$ cat config.mk
export PLATFORM = sky130hd
export DESIGN_NAME = uartCore
export DESIGN_NICKNAME = d
export VERILOG_FILES = /design/src/uartPkg.sv /design/src/uartCore.sv /design/src/uartTx.sv /design/src/uartRx.sv /design/src/baudTickGen.sv
export SDC_FILE = /design/constraint.sdc
export NUM_CORES = 1
export LEC_CHECK = 0
export BUFFER_PORTS_ARGS = -buffer_cell sky130_fd_sc_hd__buf_2
export CAP_MARGIN = 15
export CORE_AREA = 2 2 57 85
export DETAILED_ROUTE_END_ITERATION = 7
export DIE_AREA = 0 0 59 87
export GPL_TIMING_DRIVEN = 0
export HOLD_SLACK_MARGIN = 0.08
export PLACE_DENSITY = 0.74
export SLEW_MARGIN = 20
export SYNTH_ARGS = -nofsm -noshare
export SYNTH_HDL_FRONTEND = slang
export SYNTH_SLANG_ARGS = --single-unit
$ cat constraint.sdc
create_clock -name clk -period 2.53 [get_ports clk]
set_input_delay 0.506 -clock clk [delete_from_list [all_inputs] [get_ports clk]]
set_output_delay 0.506 -clock clk [all_outputs]
set_load 0.005 [all_outputs]
$ cat src/uartPkg.sv
package uartPkg;

    // frame and timing
    localparam int CLKS_PER_TICK = 4;              // sim value, one bit = 64 clocks
    localparam int OVERSAMPLE    = 16;             // ticks per bit
    localparam int HALF_BIT      = 8;              // start bit mid-point in ticks
    localparam int DATA_BITS     = 8;              // data bits per frame

    // derived widths
    localparam int DIV_W  = (CLKS_PER_TICK > 1) ? $clog2(CLKS_PER_TICK) : 1;
    localparam int TICK_W = $clog2(OVERSAMPLE);    // 4 bits for 16x
    localparam int IDX_W  = $clog2(DATA_BITS);     // 3 bits for 8 data bits

    typedef logic [DATA_BITS-1:0] uartByte;        // one data byte
    typedef logic [TICK_W-1:0]    tickCount;       // ticks inside one bit
    typedef logic [IDX_W-1:0]     bitIndex;        // data bit position
    typedef logic [DIV_W-1:0]     divCount;        // clocks inside one tick

    // terminal counts
    localparam divCount  TICK_LAST = divCount'(CLKS_PER_TICK - 1);   // divider wrap
    localparam tickCount BIT_LAST  = tickCount'(OVERSAMPLE - 1);     // last tick of a bit
    localparam tickCount HALF_LAST = tickCount'(HALF_BIT - 1);       // start check tick
    localparam bitIndex  LAST_BIT  = bitIndex'(DATA_BITS - 1);       // msb index

    // receiver states
    typedef enum logic [1:0] {
        RX_IDLE,                                   // line idle, look for low sample
        RX_START,                                  // validating start bit
        RX_DATA,                                   // shifting in data bits
        RX_STOP                                    // checking stop bit
    } rxState;

    // transmitter states
    typedef enum logic [1:0] {
        TX_IDLE,                                   // idle or waiting to launch
        TX_START,                                  // driving start bit
        TX_DATA,                                   // driving data bits
        TX_STOP                                    // driving stop bit
    } txState;

endpackage
$ cat src/uartCore.sv
`timescale 1ns/100ps

module uartCore (
    input  logic             clk,        // system clock
    input  logic             reset,      // sync, active high
    input  logic             en,         // enable for all blocks
    input  logic             rxLine,     // serial in
    input  logic             txStart,    // send strobe
    input  uartPkg::uartByte txData,     // byte to send
    output uartPkg::uartByte rxData,     // received byte
    output logic             rxDone,     // byte strobe
    output logic             rxBusy,     // receive in progress
    output logic             rxErr,      // framing error
    output logic             txLine,     // serial out
    output logic             txBusy      // transmit in progress
);

    logic tick;                          // shared 16x baud strobe

    baudTickGen tickGen (
        .clk   (clk),
        .reset (reset),
        .en    (en),
        .tick  (tick)
    );

    // receive path
    uartRx rx (
        .clk    (clk),
        .reset  (reset),
        .en     (en),
        .tick   (tick),
        .rxLine (rxLine),
        .rxData (rxData),
        .rxDone (rxDone),
        .rxBusy (rxBusy),
        .rxErr  (rxErr)
    );

    // transmit path
    uartTx tx (
        .clk     (clk),
        .reset   (reset),
        .en      (en),
        .tick    (tick),
        .txStart (txStart),
        .txData  (txData),
        .txLine  (txLine),
        .txBusy  (txBusy)
    );

endmodule

$ cat src/uartTx.sv
`timescale 1ns/100ps

module uartTx (
    input  logic             clk,        // system clock
    input  logic             reset,      // sync, active high
    input  logic             en,         // core enable
    input  logic             tick,       // 16x oversample strobe
    input  logic             txStart,    // send request strobe
    input  uartPkg::uartByte txData,     // byte to send
    output logic             txLine,     // serial output, idles high
    output logic             txBusy      // frame pending or in progress
);

    uartPkg::txState   state;
    uartPkg::tickCount tickCnt;          // ticks inside current bit
    uartPkg::bitIndex  bitIdx;           // data bit on the line
    uartPkg::uartByte  txShift;          // bit 0 is on the line in TX_DATA
    logic              accept;           // start taken this cycle
    logic              bitEnd;           // last tick of current bit

    assign accept = en && txStart && !txBusy;
    assign bitEnd = tick && (tickCnt == uartPkg::BIT_LAST);

    // byte capture and shifting
    always_ff @(posedge clk) begin
        if (accept) begin
            txShift <= txData;
        end else if (state == uartPkg::TX_DATA && bitEnd) begin
            txShift <= txShift >> 1;                     // next bit to bit 0
        end
    end

    always_ff @(posedge clk) begin
        if (reset || !en) begin
            state   <= uartPkg::TX_IDLE;
            tickCnt <= '0;
            bitIdx  <= '0;
            txLine  <= 1'b1;                             // mark level
            txBusy  <= 1'b0;
        end else begin
            case (state)
                uartPkg::TX_IDLE: begin
                    if (accept) begin
                        txBusy <= 1'b1;                  // launch waits for next tick
                    end else if (txBusy && tick) begin
                        txLine  <= 1'b0;                 // start bit begins
                        tickCnt <= '0;
                        state   <= uartPkg::TX_START;
                    end
                end

                uartPkg::TX_START: begin
                    if (bitEnd) begin
                        tickCnt <= '0;
                        bitIdx  <= '0;
                        txLine  <= txShift[0];           // lsb first
                        state   <= uartPkg::TX_DATA;
                    end else if (tick) begin
                        tickCnt <= tickCnt + 1'b1;
                    end
                end

                uartPkg::TX_DATA: begin
                    if (bitEnd) begin
                        tickCnt <= '0;
                        if (bitIdx == uartPkg::LAST_BIT) begin
                            txLine <= 1'b1;              // stop bit
                            state  <= uartPkg::TX_STOP;
                        end else begin
                            txLine <= txShift[1];        // bit shifting into place
                            bitIdx <= bitIdx + 1'b1;
                        end
                    end else if (tick) begin
                        tickCnt <= tickCnt + 1'b1;
                    end
                end

                uartPkg::TX_STOP: begin
                    if (bitEnd) begin
                        tickCnt <= '0;
                        txBusy  <= 1'b0;                 // full stop bit sent
                        state   <= uartPkg::TX_IDLE;
                    end else if (tick) begin
                        tickCnt <= tickCnt + 1'b1;
                    end
                end

                default: state <= uartPkg::TX_IDLE;
            endcase
        end
    end

endmodule

$ cat src/uartRx.sv
`timescale 1ns/100ps

module uartRx (
    input  logic             clk,        // system clock
    input  logic             reset,      // sync, active high
    input  logic             en,         // core enable
    input  logic             tick,       // 16x oversample strobe
    input  logic             rxLine,     // async serial input
    output uartPkg::uartByte rxData,     // last good byte
    output logic             rxDone,     // one-cycle byte strobe
    output logic             rxBusy,     // frame in progress
    output logic             rxErr       // framing error level
);

    logic [1:0]        syncReg;          // two-flop synchronizer
    logic              rxIn;             // synchronized line
    uartPkg::rxState   state;
    uartPkg::tickCount tickCnt;          // ticks inside current bit
    uartPkg::bitIndex  bitIdx;           // data bit being received
    uartPkg::uartByte  shiftReg;         // assembles lsb first
    logic              stopLow;          // bad stop seen, wait for idle line
    logic              midBit;           // tick at middle of a data or stop bit
    logic              sampleData;       // take one data bit now
    logic              stopOk;           // stop bit high at its middle

    assign rxIn       = syncReg[1];
    assign midBit     = tick && (tickCnt == uartPkg::BIT_LAST);
    assign sampleData = (state == uartPkg::RX_DATA) && midBit;
    assign stopOk     = en && (state == uartPkg::RX_STOP) && !stopLow && midBit && rxIn;

    // idle level out of reset so no false start is seen
    always_ff @(posedge clk) begin
        if (reset) begin
            syncReg <= 2'b11;
        end else begin
            syncReg <= {syncReg[0], rxLine};
        end
    end

    // receive FSM, everything counts on tick
    always_ff @(posedge clk) begin
        if (reset || !en) begin
            state   <= uartPkg::RX_IDLE;
            tickCnt <= '0;
            bitIdx  <= '0;
            stopLow <= 1'b0;
            rxDone  <= 1'b0;
            rxBusy  <= 1'b0;
            rxErr   <= 1'b0;
        end else begin
            rxDone <= 1'b0;                              // pulse by default
            case (state)
                uartPkg::RX_IDLE: begin
                    if (tick && !rxIn) begin             // possible start edge
                        state   <= uartPkg::RX_START;
                        tickCnt <= '0;
                    end
                end

                uartPkg::RX_START: begin
                    if (tick) begin
                        if (tickCnt == uartPkg::HALF_LAST) begin
                            tickCnt <= '0;
                            if (!rxIn) begin             // still low, real start
                                state  <= uartPkg::RX_DATA;
                                bitIdx <= '0;
                                rxBusy <= 1'b1;
                                rxErr  <= 1'b0;          // new frame clears old error
                            end else begin
                                state <= uartPkg::RX_IDLE; // glitch, drop it
                            end
                        end else begin
                            tickCnt <= tickCnt + 1'b1;
                        end
                    end
                end

                uartPkg::RX_DATA: begin
                    if (midBit) begin
                        tickCnt <= '0;
                        if (bitIdx == uartPkg::LAST_BIT) begin
                            state <= uartPkg::RX_STOP;
                        end else begin
                            bitIdx <= bitIdx + 1'b1;
                        end
                    end else if (tick) begin
                        tickCnt <= tickCnt + 1'b1;
                    end
                end

                uartPkg::RX_STOP: begin
                    if (stopLow) begin
                        if (rxIn) begin                  // line back high
                            stopLow <= 1'b0;
                            state   <= uartPkg::RX_IDLE;
                        end
                    end else if (midBit) begin
                        tickCnt <= '0;
                        rxBusy  <= 1'b0;
                        if (rxIn) begin
                            rxDone <= 1'b1;              // byte goes out with rxData
                            state  <= uartPkg::RX_IDLE;
                        end else begin
                            rxErr   <= 1'b1;             // framing error
                            stopLow <= 1'b1;
                        end
                    end else if (tick) begin
                        tickCnt <= tickCnt + 1'b1;
                    end
                end

                default: state <= uartPkg::RX_IDLE;
            endcase
        end
    end

    // data shift register
    always_ff @(posedge clk) begin
        if (sampleData) begin
            shiftReg <= {rxIn, shiftReg[uartPkg::DATA_BITS-1:1]};  // lsb arrives first
        end
    end

    // output byte only changes on a good stop
    always_ff @(posedge clk) begin
        if (reset) begin
            rxData <= '0;
        end else if (stopOk) begin
            rxData <= shiftReg;                          // same cycle as rxDone
        end
    end

endmodule

$ cat src/baudTickGen.sv
`timescale 1ns/100ps

module baudTickGen (
    input  logic clk,                    // system clock
    input  logic reset,                  // sync, active high
    input  logic en,                     // core enable
    output logic tick                    // one-cycle oversample strobe
);

    uartPkg::divCount divCnt;            // clocks since last tick
    logic             wrap;              // divider at terminal count

    assign wrap = (divCnt == uartPkg::TICK_LAST);

    // free running divider, parked at zero while disabled
    always_ff @(posedge clk) begin
        if (reset || !en) begin
            divCnt <= '0;
        end else if (wrap) begin
            divCnt <= '0;                // restart period
        end else begin
            divCnt <= divCnt + 1'b1;
        end
    end

    // registered strobe, first one CLKS_PER_TICK clocks after release
    always_ff @(posedge clk) begin
        if (reset || !en) begin
            tick <= 1'b0;
        end else begin
            tick <= wrap;                // one clock wide
        end
    end

endmodule

==> summary.txt, run 1 <==
Yosys
  – Unique masters post-synth: 50
  – Post-Syn Area: 0.00246 sq mm
  – Sequential-to-total area share from yosys stat: 49.5%
  – Async SR Flop Fraction: 0%
  – Yosys reg bits: 53
  – Avg Cell Area, Syn: 10.3 sq um
  – Mapped Cells: 240
  – Primary FF master, synth: dfxtp_1
  – EDFF count, synth: 16
  – Yosys warning count: 0
  – Synth Net Count: 266

Timing
  – Fin crit period: 1.98 ns
  – Post-route setup TNS: 0 ns
  – Slew Limit Fails: 0
  – Setup Skew: 0.00920 ns
  – Final setup fails: 0
  – RSZ-0062 raised after global routing: no
  – Max Freq: 505 MHz
  – Max_slew headroom: 55.0%
  – Final worst-path cycle share: 78.2%
  – Final hold vios: 0
  – Worst slew pin tran: 0.670 ns

Pwr
  – Internal power: 1.20 mW
  – Pleak: 1.08 nW
  – Psw: 0.315 mW
  – Sequential power share: 58.6%
  – VDD IR max: 0.365 mV
  – Sw Share: 20.7%
  – Clk pwr share: 38.2%
  – Logic pwr share: 3.3%
  – Power Density: 550 mW/mm^2

Final layout
  – Final nets: 298
  – Non-Filler Cell Area, Final: 0.00276 sq mm
  – Finished Layout Cells: 321
  – FILL cells: 390
  – Layout area overhead: 12.1%
  – ANT cells: 0
  – Ratio of cells with drive above 1 in the final layout: 18.3%

Route
  – Antenna Nets Post-Route: 0
  – 1st-pass router iterations: 5
  – Vias per std cell: 5.85
  – Final wirelength: 4700 um
  – Via count: 1878
  – Avg WL per Cell: 14.6 um
  – Drt first-iter violations: 66
  – DRC Markers: 0

Clocking
  – Resize count post-CTS: 0
  – CTS max path bufs: 2
  – H-tree levels: 2
  – CTS root buffer: clkbuf_8
  – TritonCTS clock tree: yes
  – Inserted Clock Buffers: 5
  – Clk sinks: 53
  – Clk_lat worst skew: 0.31 ns
  – Clock Pin Slew Worst Setup and Hold Paths: 0.10 ns
  – Post-CTS Setup Bufs: 0
  – Cts hold-fix bufs: 0

Floorplan
  – Die Ht: 87 um
  – Die area: 0.00513 sq mm
  – Row count: 30
  – DIE WIDTH: 59 um
  – # IOs: 26
  – Initial Util: 55.6%
  – Core Area: 0.00443 sq mm

GRT
  – Global-route wire length before repair: 7650 um
  – Grt ovf: 0
  – Vias in the first global route: 1745
  – Total GRT Usage: 19.8%
  – Largest net degree at the start of global routing: 18
  – Initial antenna violation count: 0

Worst setup path
  – Crit path to: rx.shiftReg[7]$_DFFE_PP_
  – Setup crit start kind: flop
  – Reg2Reg Setup Slack: 0.55 ns
  – Reg2Reg Depth: 4
  – CP Data Arrival Time: 1.93 ns
  – Crit-path max FO: 10
  – Critical Path End Type: flop
  – Reg2Reg Capture Point: rx.shiftReg[7]$_DFFE_PP_
  – Critical path type: flop to flop
  – Required time worst endpoint: 2.49 ns

Status
  – Status: finished clean

Placement
  – Routability cong.: 0.794
  – Area post-placement: 0.00265 sq mm
  – IO buf count: 25
  – HPWL after detailed placement: 3340 um
  – Placed insts: 313

Job
  – Max Cap Viol: 0

Hold path
  – Hold Path Class: primary input to flop
==> cell families after synthesis <==
family / Yosys count / synth area share (%)
adders and majority gates: 13 / 6.60
buffers and inverters: 19 / 3.55
muxes: 18 / 7.67
AOI/OAI and AO/OA: 44 / 11.8
and+or+nand+nor: 93 / 20.9
DFF: 53 / 49.5
==> sequential cells by signal, indices dropped and copies added, names as in the netlist, 2 cells and up, named ones only <==
register / cells
tx.tickCnt: 4
tickGen.divCnt: 2
rx.tickCnt: 4
tx.txShift: 8
tx.state: 2
rx.bitIdx: 3
rx.shiftReg: 8
tx.bitIdx: 3
rx.rxData: 8
rx.syncReg: 2
==> Yosys cell counts, types with 2 or more instances <==
cell	n	area (sq um)
o21ai_0	11	55.1
nor4_1	3	18.8
nand3_1	5	25.0
and3_1	4	25.0
mux2_2	7	78.8
nand2_1	14	52.6
clkbuf_1	8	30.0
nand4_1	2	12.5
dfxtp_1	37	741
a21oi_1	12	60.1
or4_1	2	15.0
a31oi_1	3	18.8
buf_6	2	22.5
nor2_1	25	93.8
mux2i_1	11	110
nand3b_1	3	22.5
o21bai_1	3	22.5
nor3_1	8	40.0
or2_2	2	12.5
and2_1	3	18.8
nand2b_1	6	37.5
inv_1	8	30.0
ha_1	13	163
nor2b_1	4	25.0
nor4b_1	2	17.5
a2bb2oi_1	2	17.5
edfxtp_1	16	480
a22oi_1	2	15.0
==> cell usage in the layout, fill, tap and decap left out, drive strengths merged, types with 2 or more instances in the layout <==
| master | synthesis | routed |
|---|---|---|
| nor3 | 9 | 9 |
| dfxtp | 37 | 37 |
| nand2 | 14 | 14 |
| o21ai | 11 | 11 |
| nor2 | 25 | 25 |
| nor4b | 2 | 2 |
| edfxtp | 16 | 16 |
| and3 | 4 | 4 |
| nor2b | 4 | 4 |
| nand2b | 6 | 6 |
| nand3b | 3 | 3 |
| mux2 | 7 | 7 |
| a21oi | 12 | 12 |
| or4 | 2 | 2 |
| o21bai | 3 | 3 |
| buf | 3 | 28 |
| a22oi | 2 | 2 |
| clkbuf | 8 | 13 |
| a31oi | 3 | 3 |
| mux2i | 11 | 11 |
| inv | 8 | 9 |
| or2 | 3 | 3 |
| a2bb2oi | 2 | 2 |
| and2 | 3 | 3 |
| nand4 | 3 | 3 |
| nand3 | 5 | 5 |
| ha | 13 | 13 |
| nor4 | 3 | 3 |
==> stage by stage <==
stage	utilization, %	total power, mW	worst slack, ns	hold slack [ns]
3_5_place_dp	59.8	0.959	0.272	0.408
6_report	62.4	1.52	0.550	0.380
4_1_cts	62.4	1.53	0.244	0.375
3_3_place_gp	59.8	0.958	0.285	0.401
5_1_grt	62.4	1.57	0.410	0.373
2_1_floorplan	-	0.937	0.681	0.389
==> metal layers <==
layer / global-route usage (%) / vias to the layer above / wire [um]
met5: 0 / - / 0
met4: 11.0 / 0 / 94
met3: 5.05 / 9 / 182
met2: 33.1 / 46 / 2500
met1: 22.4 / 889 / 1920
li1: - / 934 / -
==> cell type report <==
| cell class | count | area [sq um] | share of cell area (%) |
|---|---|---|---|
| sequential | 53 | 1220 | 44.2 |
| inverter | 8 | 30.0 | 1.09 |
| clock inverter | 3 | 43.8 | 1.59 |
| timing repair buffer | 25 | 125 | 4.53 |
| buffer | 11 | 57.6 | 2.08 |
| tap | 48 | 60.1 | 2.17 |
| clock buffer | 5 | 68.8 | 2.49 |
| multi-input combinational | 168 | 1160 | 41.8 |
==> how the worst min path moves through the flow <==
stage,startpoint,end,slack (ns),cells past startpoint
2_1_floorplan,rx.syncReg[0]$_SDFF_PP1_,rx.syncReg[1]$_SDFF_PP1_,0.39,1
3_3_place_gp,rx.syncReg[0]$_SDFF_PP1_,rx.syncReg[1]$_SDFF_PP1_,0.40,1
3_5_place_dp,rx.syncReg[0]$_SDFF_PP1_,rx.syncReg[1]$_SDFF_PP1_,0.41,1
4_1_cts,rxLine,rx.syncReg[0]$_SDFF_PP1_,0.37,2
5_1_grt,rxLine,rx.syncReg[0]$_SDFF_PP1_,0.37,2
6_report,rxLine,rx.syncReg[0]$_SDFF_PP1_,0.38,2
==> power groups by stage <==
| stage | clock [mW] | sequential, mW | combinational, mW |
|---|---|---|---|
| 5_1_grt | 0.624 | 0.890 | 0.0556 |
| 3_3_place_gp | 0 | 0.909 | 0.0491 |
| 3_5_place_dp | 0 | 0.909 | 0.0501 |
| 4_1_cts | 0.591 | 0.889 | 0.0506 |
| 2_1_floorplan | 0 | 0.907 | 0.0300 |
| 6_report | 0.580 | 0.889 | 0.0494 |
==> worst max-delay path, stage by stage (launching register included) <==
cell and delay [ns]:
dfxtp_1 0.43, buf_2 0.23, clkbuf_1 0.34, nand2b_1 0.12, nor2_1 0.50
Power figures use the tool's default switching activity.
==> inputs of run 2 (changes only) <==
- clock period: 2.53 -> 1.9 ns (I/O delays scaled with it)
==> run 2 against run 1 <==
Compared with the run above:
- core utilization is 1.3 points higher
- non-clock buffer count is 1 higher
- cell area is 2.0% higher
- total power is 33% higher
- worst hold slack worse by 0.13 ns
- routed wire length is 0.40% higher
- largest cell class unchanged
==> summary.txt, run 2 (synthesis gave the netlist of run 1 again) <==
Route
  – Final wirelength: 4720 um (+0.40%)
  – 1st-pass router iterations: 4 (-1)
  – Avg WL per Cell: 14.6 um (about the same)
  – Drt first-iter violations: 51 (-23%)
  – Vias per std cell: 5.88 (+0.49%)
  – Via count: 1893 (+0.80%)
  – DRC Markers: 0 (unchanged)
  – Antenna Nets Post-Route: 0 (unchanged)

Hold path
  – Hold Path Class: primary input to flop
  – Hold path depth: 2 (unchanged)

Worst setup path
  – Cell at the slowest stage of the critical path: or4_1
  – Crit path max-delay family: simple AND/OR/NAND/NOR gates
  – CP Data Arrival Time: 2.05 ns (+0.12 ns)
  – CP startpoint: rx.tickCnt[0]$_SDFFE_PP0P_
  – Slowest stage delay, CP: 0.47 ns (-0.03 ns)
  – Reg2Reg Depth: 5 (+1)
  – Required time worst endpoint: 2.14 ns (-0.35 ns)
  – Reg-to-reg startpoint: rx.tickCnt[0]$_SDFFE_PP0P_
  – Crit-path max FO: 6 (-4)
  – Buffers and inverters on the worst path: 0 (-2)
  – Crit path to: rx.tickCnt[3]$_SDFFE_PP0P_
  – Cell depth of the worst setup path: 5 (+1)
  – Critical Path End Type: flop
  – Critical path type: flop to flop
  – Crit path cell chain: ha_4 > and4_4 > a221o_1 > or4_1 > a21oi_1
  – Reg2Reg Capture Point: rx.tickCnt[3]$_SDFFE_PP0P_
  – Setup crit start kind: flop
  – Reg2Reg Setup Slack: 0.1 ns (-0.45 ns)

Clocking
  – Clk sinks: 53 (unchanged)
  – H-tree levels: 2 (unchanged)
  – CTS root buffer: clkbuf_8
  – CTS max path bufs: 2 (unchanged)
  – Inserted Clock Buffers: 5 (unchanged)
  – Cts hold-fix bufs: 0 (unchanged)
  – Clock Pin Slew Worst Setup and Hold Paths: 0.10 ns (about the same)
  – TritonCTS clock tree: yes
  – Clk_lat worst skew: 0.31 ns (about the same)

Timing
  – Post-route setup TNS: 0 ns (unchanged)
  – Setup Skew: 0.00631 ns (-0.00289 ns)
  – Max_slew headroom: 62.0% (+7.0 points)
  – Final worst-path cycle share: 94.9% (+17 points)
  – Slew Limit Fails: 0 (unchanged)
  – Final setup fails: 0 (unchanged)
  – Max Freq: 555 MHz (+9.8%)
  – Worst slew pin tran: 0.569 ns (-0.101 ns)
  – Final WS setup: 0.0970 ns (-0.453 ns)
  – RSZ-0062 raised after global routing: no
  – Final hold vios: 0 (unchanged)
  – Fin crit period: 1.80 ns (-0.177 ns)

Placement
  – HPWL after detailed placement: 3340 um (unchanged)
  – Routability cong.: 0.794 (unchanged)
  – Pre-CTS WS: -0.358 ns (-0.630 ns)
  – IO buf count: 25 (unchanged)

Status
  – Status: finished clean

Floorplan
  – Die area: 0.00513 sq mm (unchanged)
  – Row count: 30 (unchanged)
  – Die Ht: 87 um (unchanged)
  – Initial Util: 55.6% (unchanged)
  – DIE WIDTH: 59 um (unchanged)
  – Core Area: 0.00443 sq mm (unchanged)
  – # IOs: 26 (unchanged)

Final layout
  – Ratio of cells with drive above 1 in the final layout: 21.9% (+3.6 points)
  – Final nets: 299 (+0.34%)
  – Layout area overhead: 14.4%
  – ANT cells: 0 (unchanged)
  – Commonest non-fill, non-tap cell in the layout: dfxtp_1
  – Commonest non-fill, non-tap cells in the layout: 33 x dfxtp_1, 26 x buf_2, 24 x nor2_1
  – Largest registers: rx.rxData (8), rx.shiftReg (8), tx.txShift (8)

GRT
  – Vias in the first global route: 1743 (-0.11%)
  – Global-route wire length before repair: 7630 um (-0.18%)
  – Grt ovf: 0 (unchanged)
  – Total GRT Usage: 19.8% (+0.030 points)
  – Largest net degree at the start of global routing: 18 (unchanged)
  – Initial antenna violation count: 0 (unchanged)

Pwr
  – Pleak: 1.09 nW (+0.88%)
  – VDD IR max: 0.483 mV (+32%)
  – Power Density: 716 mW/mm^2 (+30%)

Job
  – Max Cap Viol: 0 (unchanged)
==> run 2: layout make-up <==
| type | count | area (sq um) |
|---|---|---|
| timing repair buffer | 26 | 145 |
| tap | 48 | 60.1 |
| clock inverter | 3 | 43.8 |
| inverter | 8 | 30.0 |
| fill | 391 | 1610 |
| clock buffer | 5 | 68.8 |
| buffer | 11 | 57.6 |
| multi-input combinational | 168 | 1190 |
| sequential | 53 | 1230 |
==> run 2: worst register-to-register path: cells and delay by family, from the launching register on <==
family	cells	cell delay [ns]
and+or+nand+nor	2	0.67
AOI/OAI and AO/OA	2	0.54
DFF	1	0.36
adders and majority gates	1	0.18
==> run 2: metrics by stage <==
| stage | total power [mW] | cell area [sq um] | std cells | util [%] | hold WS [ns] |
|---|---|---|---|---|---|
| after CTS | 2.04 | 2780 | 321 | 62.7 | 0.249 |
| after global routing | 2.09 | 2820 | 322 | 63.6 | 0.247 |
| after global placement | 1.28 | 2650 | 313 | 59.8 | 0.401 |
| final | 2.02 | 2820 | 322 | 63.6 | 0.253 |
| after floorplan | 1.25 | 2460 | 240 | - | 0.389 |
| after detailed placement | 1.28 | 2650 | 313 | 59.8 | 0.408 |
==> run 2: worst min path at each step <==
stage	from	to	slack, ns
CTS	rxLine	rx.syncReg[0]$_SDFF_PP1_	0.25
detailed placement	rx.syncReg[0]$_SDFF_PP1_	rx.syncReg[1]$_SDFF_PP1_	0.41
global placement	rx.syncReg[0]$_SDFF_PP1_	rx.syncReg[1]$_SDFF_PP1_	0.40
global route	rxLine	rx.syncReg[0]$_SDFF_PP1_	0.25
floorplan	rx.syncReg[0]$_SDFF_PP1_	rx.syncReg[1]$_SDFF_PP1_	0.39
finish	rxLine	rx.syncReg[0]$_SDFF_PP1_	0.25
==> run 2: power breakdown <==
| part | internal, mW | total [mW] | switching, mW |
|---|---|---|---|
| Clock | 0.395 | 0.769 | 0.374 |
| Combinational | 0.0303 | 0.0664 | 0.0361 |
| Sequential | 1.18 | 1.18 | 0.00694 |
==> run 2: metal layers <==
layer / up-vias / GRT usage, % / part of all wire [%]
met5: - / 0 / 0
met4: 0 / 11.2 / 2.8
li1: 939 / - / -
met2: 52 / 33.0 / 54
met1: 890 / 22.7 / 39
met3: 12 / 4.75 / 4.3
==> run 2: what timing repair did <==
item / in CTS / in global routing
buffers inserted: 0 / 1
resized for setup: 5 / 7
setup endpoints to repair: 18 / 19
pin swaps: 0 / 2
